File: config.mk
export PLATFORM = sky130hd
export DESIGN_NAME = invaders_core
export DESIGN_NICKNAME = d
export VERILOG_FILES = /design/src/verilog/invaders_pkg.sv /design/src/verilog/barrel_shifter.sv /design/src/verilog/invaders_core.sv /design/src/verilog/io_ports.sv /design/src/verilog/pixel_fetch.sv /design/src/verilog/sound_latch.sv /design/src/verilog/video_timing.sv
export SDC_FILE = /design/constraint.sdc
export NUM_CORES = 1
export LEC_CHECK = 0
export BUFFER_PORTS_ARGS = -buffer_cell sky130_fd_sc_hd__clkbuf_2
export CAP_MARGIN = 20
export CELL_PAD_IN_SITES_DETAIL_PLACEMENT = 1
export CELL_PAD_IN_SITES_GLOBAL_PLACEMENT = 2
export CORE_ASPECT_RATIO = 1.75
export CORE_MARGIN = 4
export CORE_UTILIZATION = 37
export CTS_CLUSTER_DIAMETER = 40
export DETAILED_ROUTE_END_ITERATION = 8
export PLACE_DENSITY_LB_ADDON = 0.1
export SKIP_LAST_GASP = 1
export SYNTH_ARGS = -nofsm -noshare
export SYNTH_HDL_FRONTEND = slang
export SYNTH_SLANG_ARGS = --single-unit
File: constraint.sdc
create_clock -name clk -period 2.5 [get_ports clk]
set_clock_uncertainty 0.15 [all_clocks]
set_input_delay 0.5 -clock clk [delete_from_list [all_inputs] [get_ports clk]]
set_output_delay 0.5 -clock clk [all_outputs]
set_load 0.05 [all_outputs]
File: src/verilog/invaders_pkg.sv
// timing constants, i/o port numbers and bus structs for the invaders video and i/o core
package invaders_pkg;

	// horizontal count: 000..0ff active, then 1c0..1ff blank, 320 clocks per line
	localparam logic [8:0] H_ACTIVE_LAST  = 9'h0ff;
	localparam logic [8:0] H_BLANK_FIRST  = 9'h1c0;

	// vertical count: 020..0ff active, 1da..1ff blank, 262 lines per frame
	localparam logic [8:0] V_ACTIVE_FIRST = 9'h020;
	localparam logic [8:0] V_ACTIVE_LAST  = 9'h0ff;
	localparam logic [8:0] V_BLANK_FIRST  = 9'h1da;
	localparam logic [8:0] V_BLANK_LAST   = 9'h1ff;

	// 8 KB video ram, one byte = 8 pixels
	localparam int VRAM_AW     = 13;
	// scan position to visible pixel latency
	localparam int PIX_PIPE    = 3;
	// serial sound frame length
	localparam int SOUND_FRAME = 16;

	// raw scan counters
	typedef struct packed {
		logic [8:0] hcount;
		logic [8:0] vcount;
	} scan_pos_t;

	// blanking and sync decode
	typedef struct packed {
		logic hblank;
		logic vblank;
		logic hsync;
		logic vsync;
	} sync_t;

	// port numbers as seen by cpu writes
	typedef enum logic [2:0] {
		PORT_IN1        = 3'd1,
		PORT_SHIFT_AMT  = 3'd2,
		PORT_SOUND1     = 3'd3,
		PORT_SHIFT_DATA = 3'd4,
		PORT_SOUND2     = 3'd5
	} io_port_e;

	// read side reuses the write numbers
	localparam io_port_e PORT_IN2       = PORT_SHIFT_AMT;
	localparam io_port_e PORT_SHIFT_RES = PORT_SOUND1;

	// cpu port bus, wr is a one clock strobe
	typedef struct packed {
		logic       wr;
		io_port_e   port;
		logic [7:0] wdata;
	} cpu_io_t;

	// player controls, active high
	typedef struct packed {
		logic coin;
		logic start1;
		logic start2;
		logic fire;
		logic left;
		logic right;
		logic tilt;
	} player_t;

	// dip switches, lives and bonus
	typedef struct packed {
		logic dip3;
		logic dip5;
		logic dip6;
		logic dip7;
	} dip_t;

endpackage

File: src/verilog/barrel_shifter.sv
// 16 bit shift register with 3 bit offset, 8 bit window read back
`timescale 1ns/10ps

module barrel_shifter (
	input  logic       clk,
	input  logic       arst_n,
	input  logic       data_wr,
	input  logic       amount_wr,
	input  logic [7:0] wdata,
	output logic [7:0] result
);

	logic [15:0] shift_reg;
	logic [2:0]  amount;
	logic [15:0] shifted;

	// new byte in on top, old top drops to the low half
	always_ff @(posedge clk or negedge arst_n)
	begin
		if (!arst_n)
			shift_reg <= '0;
		else if (data_wr)
			shift_reg <= {wdata, shift_reg[15:8]};
	end

	// offset, only low three bits matter
	always_ff @(posedge clk or negedge arst_n)
	begin
		if (!arst_n)
			amount <= '0;
		else if (amount_wr)
			amount <= wdata[2:0];
	end

	// >> (8 - n) keeping 8 bits is the same as << n keeping the upper byte
	assign shifted = shift_reg << amount;
	assign result  = shifted[15:8];

endmodule

File: src/verilog/invaders_core.sv
// top level joining video timing, pixel fetch, i/o ports and sound
`timescale 1ns/10ps

module invaders_core
	import invaders_pkg::*;
(
	input  logic               clk,
	input  logic               arst_n,
	input  logic               flip,
	input  cpu_io_t            cpu,
	input  player_t            player,
	input  dip_t               dip,
	output logic [7:0]         rdata,
	output logic [VRAM_AW-1:0] vram_addr,
	input  logic [7:0]         vram_data,
	output logic               video,
	output sync_t              sync_out,
	output logic               csync_n,
	output logic [5:0]         sound_a,
	output logic [4:0]         sound_b,
	output logic               sound_ser,
	output logic               sound_load
);

	scan_pos_t pos;
	sync_t     sync;

	video_timing u_timing (
		.clk    (clk),
		.arst_n (arst_n),
		.pos    (pos),
		.sync   (sync)
	);

	pixel_fetch u_fetch (
		.clk       (clk),
		.arst_n    (arst_n),
		.pos       (pos),
		.sync      (sync),
		.flip      (flip),
		.vram_addr (vram_addr),
		.vram_data (vram_data),
		.video     (video),
		.sync_out  (sync_out)
	);

	io_ports u_io (
		.clk    (clk),
		.arst_n (arst_n),
		.cpu    (cpu),
		.player (player),
		.dip    (dip),
		.rdata  (rdata)
	);

	sound_latch u_sound (
		.clk        (clk),
		.arst_n     (arst_n),
		.cpu        (cpu),
		.sound_a    (sound_a),
		.sound_b    (sound_b),
		.sound_ser  (sound_ser),
		.sound_load (sound_load)
	);

	// composite sync from the pixel aligned syncs
	assign csync_n = ~(sync_out.hsync | sync_out.vsync);

endmodule

File: src/verilog/io_ports.sv
// port write decode for the shifter and the cpu read multiplexer
`timescale 1ns/10ps

module io_ports
	import invaders_pkg::*;
(
	input  logic       clk,
	input  logic       arst_n,
	input  cpu_io_t    cpu,
	input  player_t    player,
	input  dip_t       dip,
	output logic [7:0] rdata
);

	logic       data_wr;
	logic       amount_wr;
	logic [7:0] shift_result;

	// shifter writes, both take effect at the strobe edge
	assign data_wr   = cpu.wr && (cpu.port == PORT_SHIFT_DATA);
	assign amount_wr = cpu.wr && (cpu.port == PORT_SHIFT_AMT);

	barrel_shifter u_shifter (
		.clk       (clk),
		.arst_n    (arst_n),
		.data_wr   (data_wr),
		.amount_wr (amount_wr),
		.wdata     (cpu.wdata),
		.result    (shift_result)
	);

	// read mux, combinational on the port number
	always_comb
	begin
		case (cpu.port)
			PORT_IN1:
				// bit 3 tied high on the board
				rdata = {1'b0, player.right, player.left, player.fire,
					1'b1, player.start2, player.start1, player.coin};
			PORT_IN2:
				rdata = {dip.dip7, player.right, player.left, player.fire,
					dip.dip6, player.tilt, dip.dip5, dip.dip3};
			PORT_SHIFT_RES:
				rdata = shift_result;
			default:
				rdata = 8'h00;
		endcase
	end

	// writes only go to ports decoded here or in the sound latches
	wr_port_known_a: assert property (@(posedge clk) disable iff (!arst_n)
		cpu.wr |-> cpu.port inside {PORT_SHIFT_AMT, PORT_SOUND1, PORT_SHIFT_DATA,
			PORT_SOUND2});

endmodule

File: src/verilog/pixel_fetch.sv
// video ram addressing with flip, byte load, pixel serializer and aligned sync delay
`timescale 1ns/10ps

module pixel_fetch
	import invaders_pkg::*;
(
	input  logic               clk,
	input  logic               arst_n,
	input  scan_pos_t          pos,
	input  sync_t              sync,
	input  logic               flip,
	output logic [VRAM_AW-1:0] vram_addr,
	input  logic [7:0]         vram_data,
	output logic               video,
	output sync_t              sync_out
);

	logic [7:0] row;
	logic [4:0] col;
	logic       load;
	logic [7:0] pix;
	sync_t      sync_pipe [PIX_PIPE];

	// flipped screen mirrors both axes, row offset keeps line 020 on ff
	always_comb
	begin
		if (flip)
		begin
			row = ~pos.vcount[7:0] + 8'h20;
			col = ~pos.hcount[7:3];
		end
		else
		begin
			row = pos.vcount[7:0];
			col = pos.hcount[7:3];
		end
	end

	// address out one clock after pos, ram answers one clock later
	always_ff @(posedge clk or negedge arst_n)
	begin
		if (!arst_n)
			vram_addr <= '0;
		else
			vram_addr <= {row, col};
	end

	// byte lands two clocks into the column, first pixel then shows at pos + PIX_PIPE
	assign load = (pos.hcount[2:0] == 3'(PIX_PIPE - 1));

	// shift right unflipped, left when flipped
	always_ff @(posedge clk or negedge arst_n)
	begin
		if (!arst_n)
			pix <= '0;
		else if (load)
			pix <= vram_data;
		else if (flip)
			pix <= {pix[6:0], 1'b0};
		else
			pix <= {1'b0, pix[7:1]};
	end

	// sync delayed to line up with the pixel stream
	always_ff @(posedge clk or negedge arst_n)
	begin
		if (!arst_n)
		begin
			for (int i = 0; i < PIX_PIPE; i++)
				sync_pipe[i] <= '0;
		end
		else
		begin
			sync_pipe[0] <= sync;
			for (int i = 1; i < PIX_PIPE; i++)
				sync_pipe[i] <= sync_pipe[i-1];
		end
	end

	assign sync_out = sync_pipe[PIX_PIPE-1];

	// blanked with the aligned blanks
	assign video = (flip ? pix[7] : pix[0]) & ~(sync_out.hblank | sync_out.vblank);

	// in active video a new byte comes only after all 8 pixels of the last one
	load_on_byte_a: assert property (@(posedge clk) disable iff (!arst_n)
		load && !(sync_out.hblank || sync_out.vblank) |=> !load [*7] ##1 load);

endmodule

File: src/verilog/sound_latch.sv
// two sound latches and the serial sound frame with its load strobe
`timescale 1ns/10ps

module sound_latch
	import invaders_pkg::*;
(
	input  logic       clk,
	input  logic       arst_n,
	input  cpu_io_t    cpu,
	output logic [5:0] sound_a,
	output logic [4:0] sound_b,
	output logic       sound_ser,
	output logic       sound_load
);

	localparam int CW = $clog2(SOUND_FRAME);

	logic [CW-1:0]          bit_cnt;
	logic [SOUND_FRAME-1:0] frame;

	// latches, port 3 and port 5
	always_ff @(posedge clk or negedge arst_n)
	begin
		if (!arst_n)
		begin
			sound_a <= '0;
			sound_b <= '0;
		end
		else if (cpu.wr)
		begin
			if (cpu.port == PORT_SOUND1)
				sound_a <= cpu.wdata[5:0];
			if (cpu.port == PORT_SOUND2)
				sound_b <= cpu.wdata[4:0];
		end
	end

	// free running bit counter
	always_ff @(posedge clk or negedge arst_n)
	begin
		if (!arst_n)
			bit_cnt <= '0;
		else
			bit_cnt <= bit_cnt + 1'b1;
	end

	// board order, a4 and a5 not sent, a0 goes out inverted
	assign frame = {6'b000000, sound_b, 1'b0, sound_a[3:1], ~sound_a[0]};

	// msb first
	assign sound_ser  = frame[~bit_cnt];
	assign sound_load = (bit_cnt == '0);

	// one load per frame
	load_period_a: assert property (@(posedge clk) disable iff (!arst_n)
		sound_load |=> !sound_load [*SOUND_FRAME-1] ##1 sound_load);

endmodule

File: src/verilog/video_timing.sv
// horizontal and vertical scan counters with blank and sync decode
`timescale 1ns/10ps

module video_timing
	import invaders_pkg::*;
(
	input  logic      clk,
	input  logic      arst_n,
	output scan_pos_t pos,
	output sync_t     sync
);

	logic [8:0] hcount;
	logic [8:0] vcount;

	// horizontal jumps the gap after active video and 1ff wraps to 0 by itself
	always_ff @(posedge clk or negedge arst_n)
	begin
		if (!arst_n)
			hcount <= '0;
		else if (hcount == H_ACTIVE_LAST)
			hcount <= H_BLANK_FIRST;
		else
			hcount <= hcount + 9'd1;
	end

	// vertical steps once per line at the start of horizontal blank
	always_ff @(posedge clk or negedge arst_n)
	begin
		if (!arst_n)
			vcount <= V_ACTIVE_FIRST;
		else if (hcount == H_BLANK_FIRST)
		begin
			if (vcount == V_ACTIVE_LAST)
				vcount <= V_BLANK_FIRST;
			else if (vcount == V_BLANK_LAST)
				vcount <= V_ACTIVE_FIRST;
			else
				vcount <= vcount + 9'd1;
		end
	end

	assign pos.hcount = hcount;
	assign pos.vcount = vcount;

	// blank and sync straight from counter bits
	assign sync.hblank = hcount[8];
	assign sync.hsync  = hcount[8] & hcount[4] & ~hcount[5];
	assign sync.vblank = vcount[8];
	assign sync.vsync  = vcount[8] & vcount[3] & vcount[2] & ~vcount[4];

	// vcount stays inside active or blank range
	vcount_range_a: assert property (@(posedge clk) disable iff (!arst_n)
		vcount inside {[V_ACTIVE_FIRST:V_ACTIVE_LAST], [V_BLANK_FIRST:V_BLANK_LAST]});

	// hsync only inside horizontal blank from 1c0 on
	hsync_in_blank_a: assert property (@(posedge clk) disable iff (!arst_n)
		sync.hsync |-> hcount >= H_BLANK_FIRST);

endmodule
==> out/results.tsv <==
stage	metric	value	unit
run_status	status	complete, but fails checks	
run_status	violations	setup timing	
worst_hold_path	min_path_type	flip-flop to flip-flop	
grt	grt_max_degree	49	
floorplan	start_util	38.28	%
floorplan	num_rows	49	
cts	h-tree-depth	3	
worst_setup_path	required	1.85	ns
synth	synth_nets	362	
cts	clk_pin_slew	0.06	ns
synth	syn_inst	317	
worst_setup_path	critical_path_arrival	1.88	ns
synth	netlist_area	0.003966	sq mm
finish	syn_to_final_growth	27.48	%
finish	finalNetCount	448	
sta	timing.fmax	0.3950	GHz
worst_setup_path	regToRegStartpoint	u_timing.hcount[0]	
floorplan	die_h	145.0	um
place	io_buffers	73	
route	drt-initial-drc-count	57	
finish	final_common_cell	dfrtp_1	
worst_setup_path	critPathKind	flip-flop to primary output	
sta	tightestPinTransition	0.8632	ns
grt	grt-ovfl-total	0	
power	peakVddDrop	0.0004858	V
synth	synth_fa_ha_area_share	3.470	%
synth	ys_seq_area_share	53.03	%
finish	final_cells	535	
sta	min_period	2.532	ns
synth	avgSynthCellArea	12.51	sq um
sta	max_slew_margin	42.33	%
route	wl_per_cell	17.71	um
synth	synth_top_family_by_area	multiplexers	
cts	cts_buffers	9	
grt	grt_antenna_before_repair	0	
route	dr_total_vias	2773	
route	routed_wl	9.473	mm
floorplan	fp.coreArea	0.01036	sq mm
run	maxCapViolations	0	
synth	synth_edf_count	0	
worst_setup_path	critPathMaxFanout	7	
synth	synth-compound-area-share	6.467	%
worst_setup_path	slowest_stage	mux4_2	
power	powerDensity	773.6	mW/mm^2
synth	synth-seq-cells	84	
sta	layout_setup_ws	-0.03150	ns
synth	synthMuxAreaShare	19.21	%
worst_setup_path	cp-end-kind	primary output	
sta	timing.final.crit_share	101.3	%
synth	yosys_warnings	0	
power	finalPower	3911	uW
place	gp_congestion	0.7880	
finish	fin_util	48.80	%
cts	cts-root-buf	clkbuf_16	
synth	yosys.area_share.simple	10.85	%
synth	ys_types	41	
cts	cts.sinks	84	
floorplan	die_w	86.27	um
worst_setup_path	crit_path_start_kind	flip-flop	
place	hpwl	7.138	mm
finish	largest_reg_flops	15	
route	drcViolationCount	0	
grt	grt_pass1_wl	15.71	mm
sta	maxSlewViolCount	0	
floorplan	die_area	0.01251	sq mm
sta	rsz0062_at_grt	yes	
worst_setup_path	crit_family	multiplexers	
floorplan	ios	74	
cts	clock_insertion_delay_worst_skew	0.33	ns
grt	track_usage	16.11	%
synth	synth_xor_area_share	4.196	%
worst_setup_path	crit_buf_inv	2	
route	first_pass_iters	4	
sta	setup_viol	5	
worst_setup_path	critical_path.cell_chain	buf_12 > mux4_2 > a22oi_2 > o21ai_2 > buf_12	
worst_setup_path	critPathMostFrequentCell	buf_12	
finish	mostFrequentLayoutCells	dfrtp_1, clkbuf_2, mux2_2, nand2_1, xor2_1	
route	detail-route-antenna-nets	0	
power	leakagePower	0.002334	uW
finish	drive_gt1_share	41.91	%
place	dp_cells	514	
sta	hold_viol_final	0	
finish	num_antenna_cells	0	
worst_setup_path	startpoint	u_io.u_shifter.amount[0]	
synth	async_flop_share	100.0	%
worst_setup_path	worst_path_largest_cell_delay	0.54	ns
cts	cts_tree	yes	
synth	synth-main-ff-cell	dfrtp_1	
route	vias_per_cell	5.183	
grt	grt_pass1_vias	3072	
cts	clk_path_buf_depth	2	
worst_hold_path	min_from	u_fetch.sync_pipe[7]	
cell type report:
class / instances / area (sq um)
well taps: 127 / 158.9
multi-input cells: 209 / 1818
clock inverters: 6 / 63.81
clock buffers: 10 / 239.0
fillers: 1104 / 5305
repair buffers: 90 / 635.6
inverters: 9 / 33.78
flip-flops and latches: 84 / 2107
metrics by stage:
| step | TNS (ns) | hold WS, ns | area [sq um] | setup WS (ns) |
|---|---|---|---|---|
| global placement | 0 | 0.1822 | 4647 | 0.2614 |
| CTS | -0.2356 | 0.1962 | 5076 | -0.04549 |
| finish | -0.07632 | 0.1954 | 5056 | -0.03150 |
| detailed placement | 0 | 0.1858 | 4647 | 0.2279 |
| floorplan | 0 | 0.05441 | 3986 | 0.02185 |
| global route | -0.5561 | 0.2029 | 5056 | -0.1030 |
routing by layer:
layer,share of wire [%],vias up,wire length (um),GRT usage (%)
li1,-,1307,-,-
met1,36,1406,3431,16.82
met2,58,52,5527,30.99
met3,3.9,8,373,3.517
met4,1.5,0,141,4.914
met5,0,-,0,0
worst register-to-register path, delay by kind of cell (launching register included):
family	cells	cell delay [ns]
flip-flops	1	0.41
buffers and inverters	1	0.10
adder cells (fa/ha/maj)	1	0.14
AND/OR/NAND/NOR	3	0.94
multiplexers	1	0.34
what timing repair did:
item,4_1_cts,5_1_grt
pin swaps,8,5
hold buffers,1,0
resized for setup,12,4
setup buffers,4,0
endpoints found under the setup margin,8,9
gates cloned,1,0
endpoints found under the hold margin,35,0
cells in the mapped netlist (2+ instances only):
cell	number	area, sq um
o21ai_0	15	75.07
o21ai_1	2	10.01
nand4_1	2	12.51
buf_4	4	30.03
and3_1	3	18.77
nor3b_1	3	22.52
nor4b_2	2	30.03
nand2b_1	4	25.02
dfrtp_1	83	2077
nand3b_1	2	15.01
nor3_1	6	30.03
ha_1	11	137.6
mux2_2	31	349.1
inv_1	9	33.78
nor2_1	12	45.04
a21oi_1	4	20.02
a22oi_1	11	82.58
nand3_1	11	55.05
buf_1	2	7.510
a31oi_1	2	12.51
mux4_2	13	292.8
nor2b_1	4	25.02
xnor2_1	4	35.03
clkbuf_1	5	18.77
nand2_1	28	105.1
xor2_1	15	131.4
buf_2	4	20.02
mux2i_1	12	120.1
worst paths after layout:
check	to	slack [ns]	cells after the start
min in group asynchronous	u_sound.bit_cnt[3]	0.52	2
min	u_fetch.sync_out[3]	0.20	0
min reg2reg	u_fetch.sync_out[3]	0.20	0
max reg2reg	u_timing.vcount[4]	0.30	6
max	rdata[2]	-0.03	5
max in group asynchronous	u_io.u_shifter.amount[1]	1.03	3
cells by family (layout without fill, tap and decap cells):
kind of cell / Yosys count / in the layout
adder cells (fa/ha/maj): 11 / 11
XOR/XNOR: 19 / 19
AND/OR/NAND/NOR: 82 / 82
AO/OA/AOI/OAI: 41 / 41
multiplexers: 56 / 56
buffers and inverters: 24 / 115
flip-flops: 84 / 84
power by group:
| group | leakage, uW | internal [uW] | switching [uW] |
|---|---|---|---|
| Combinational | 0.00113 | 443 | 486 |
| Clock | 0.000144 | 798 | 522 |
| Sequential | 0.00106 | 1510 | 153 |
No activity file was read; power rests on OpenSTA's default activity.
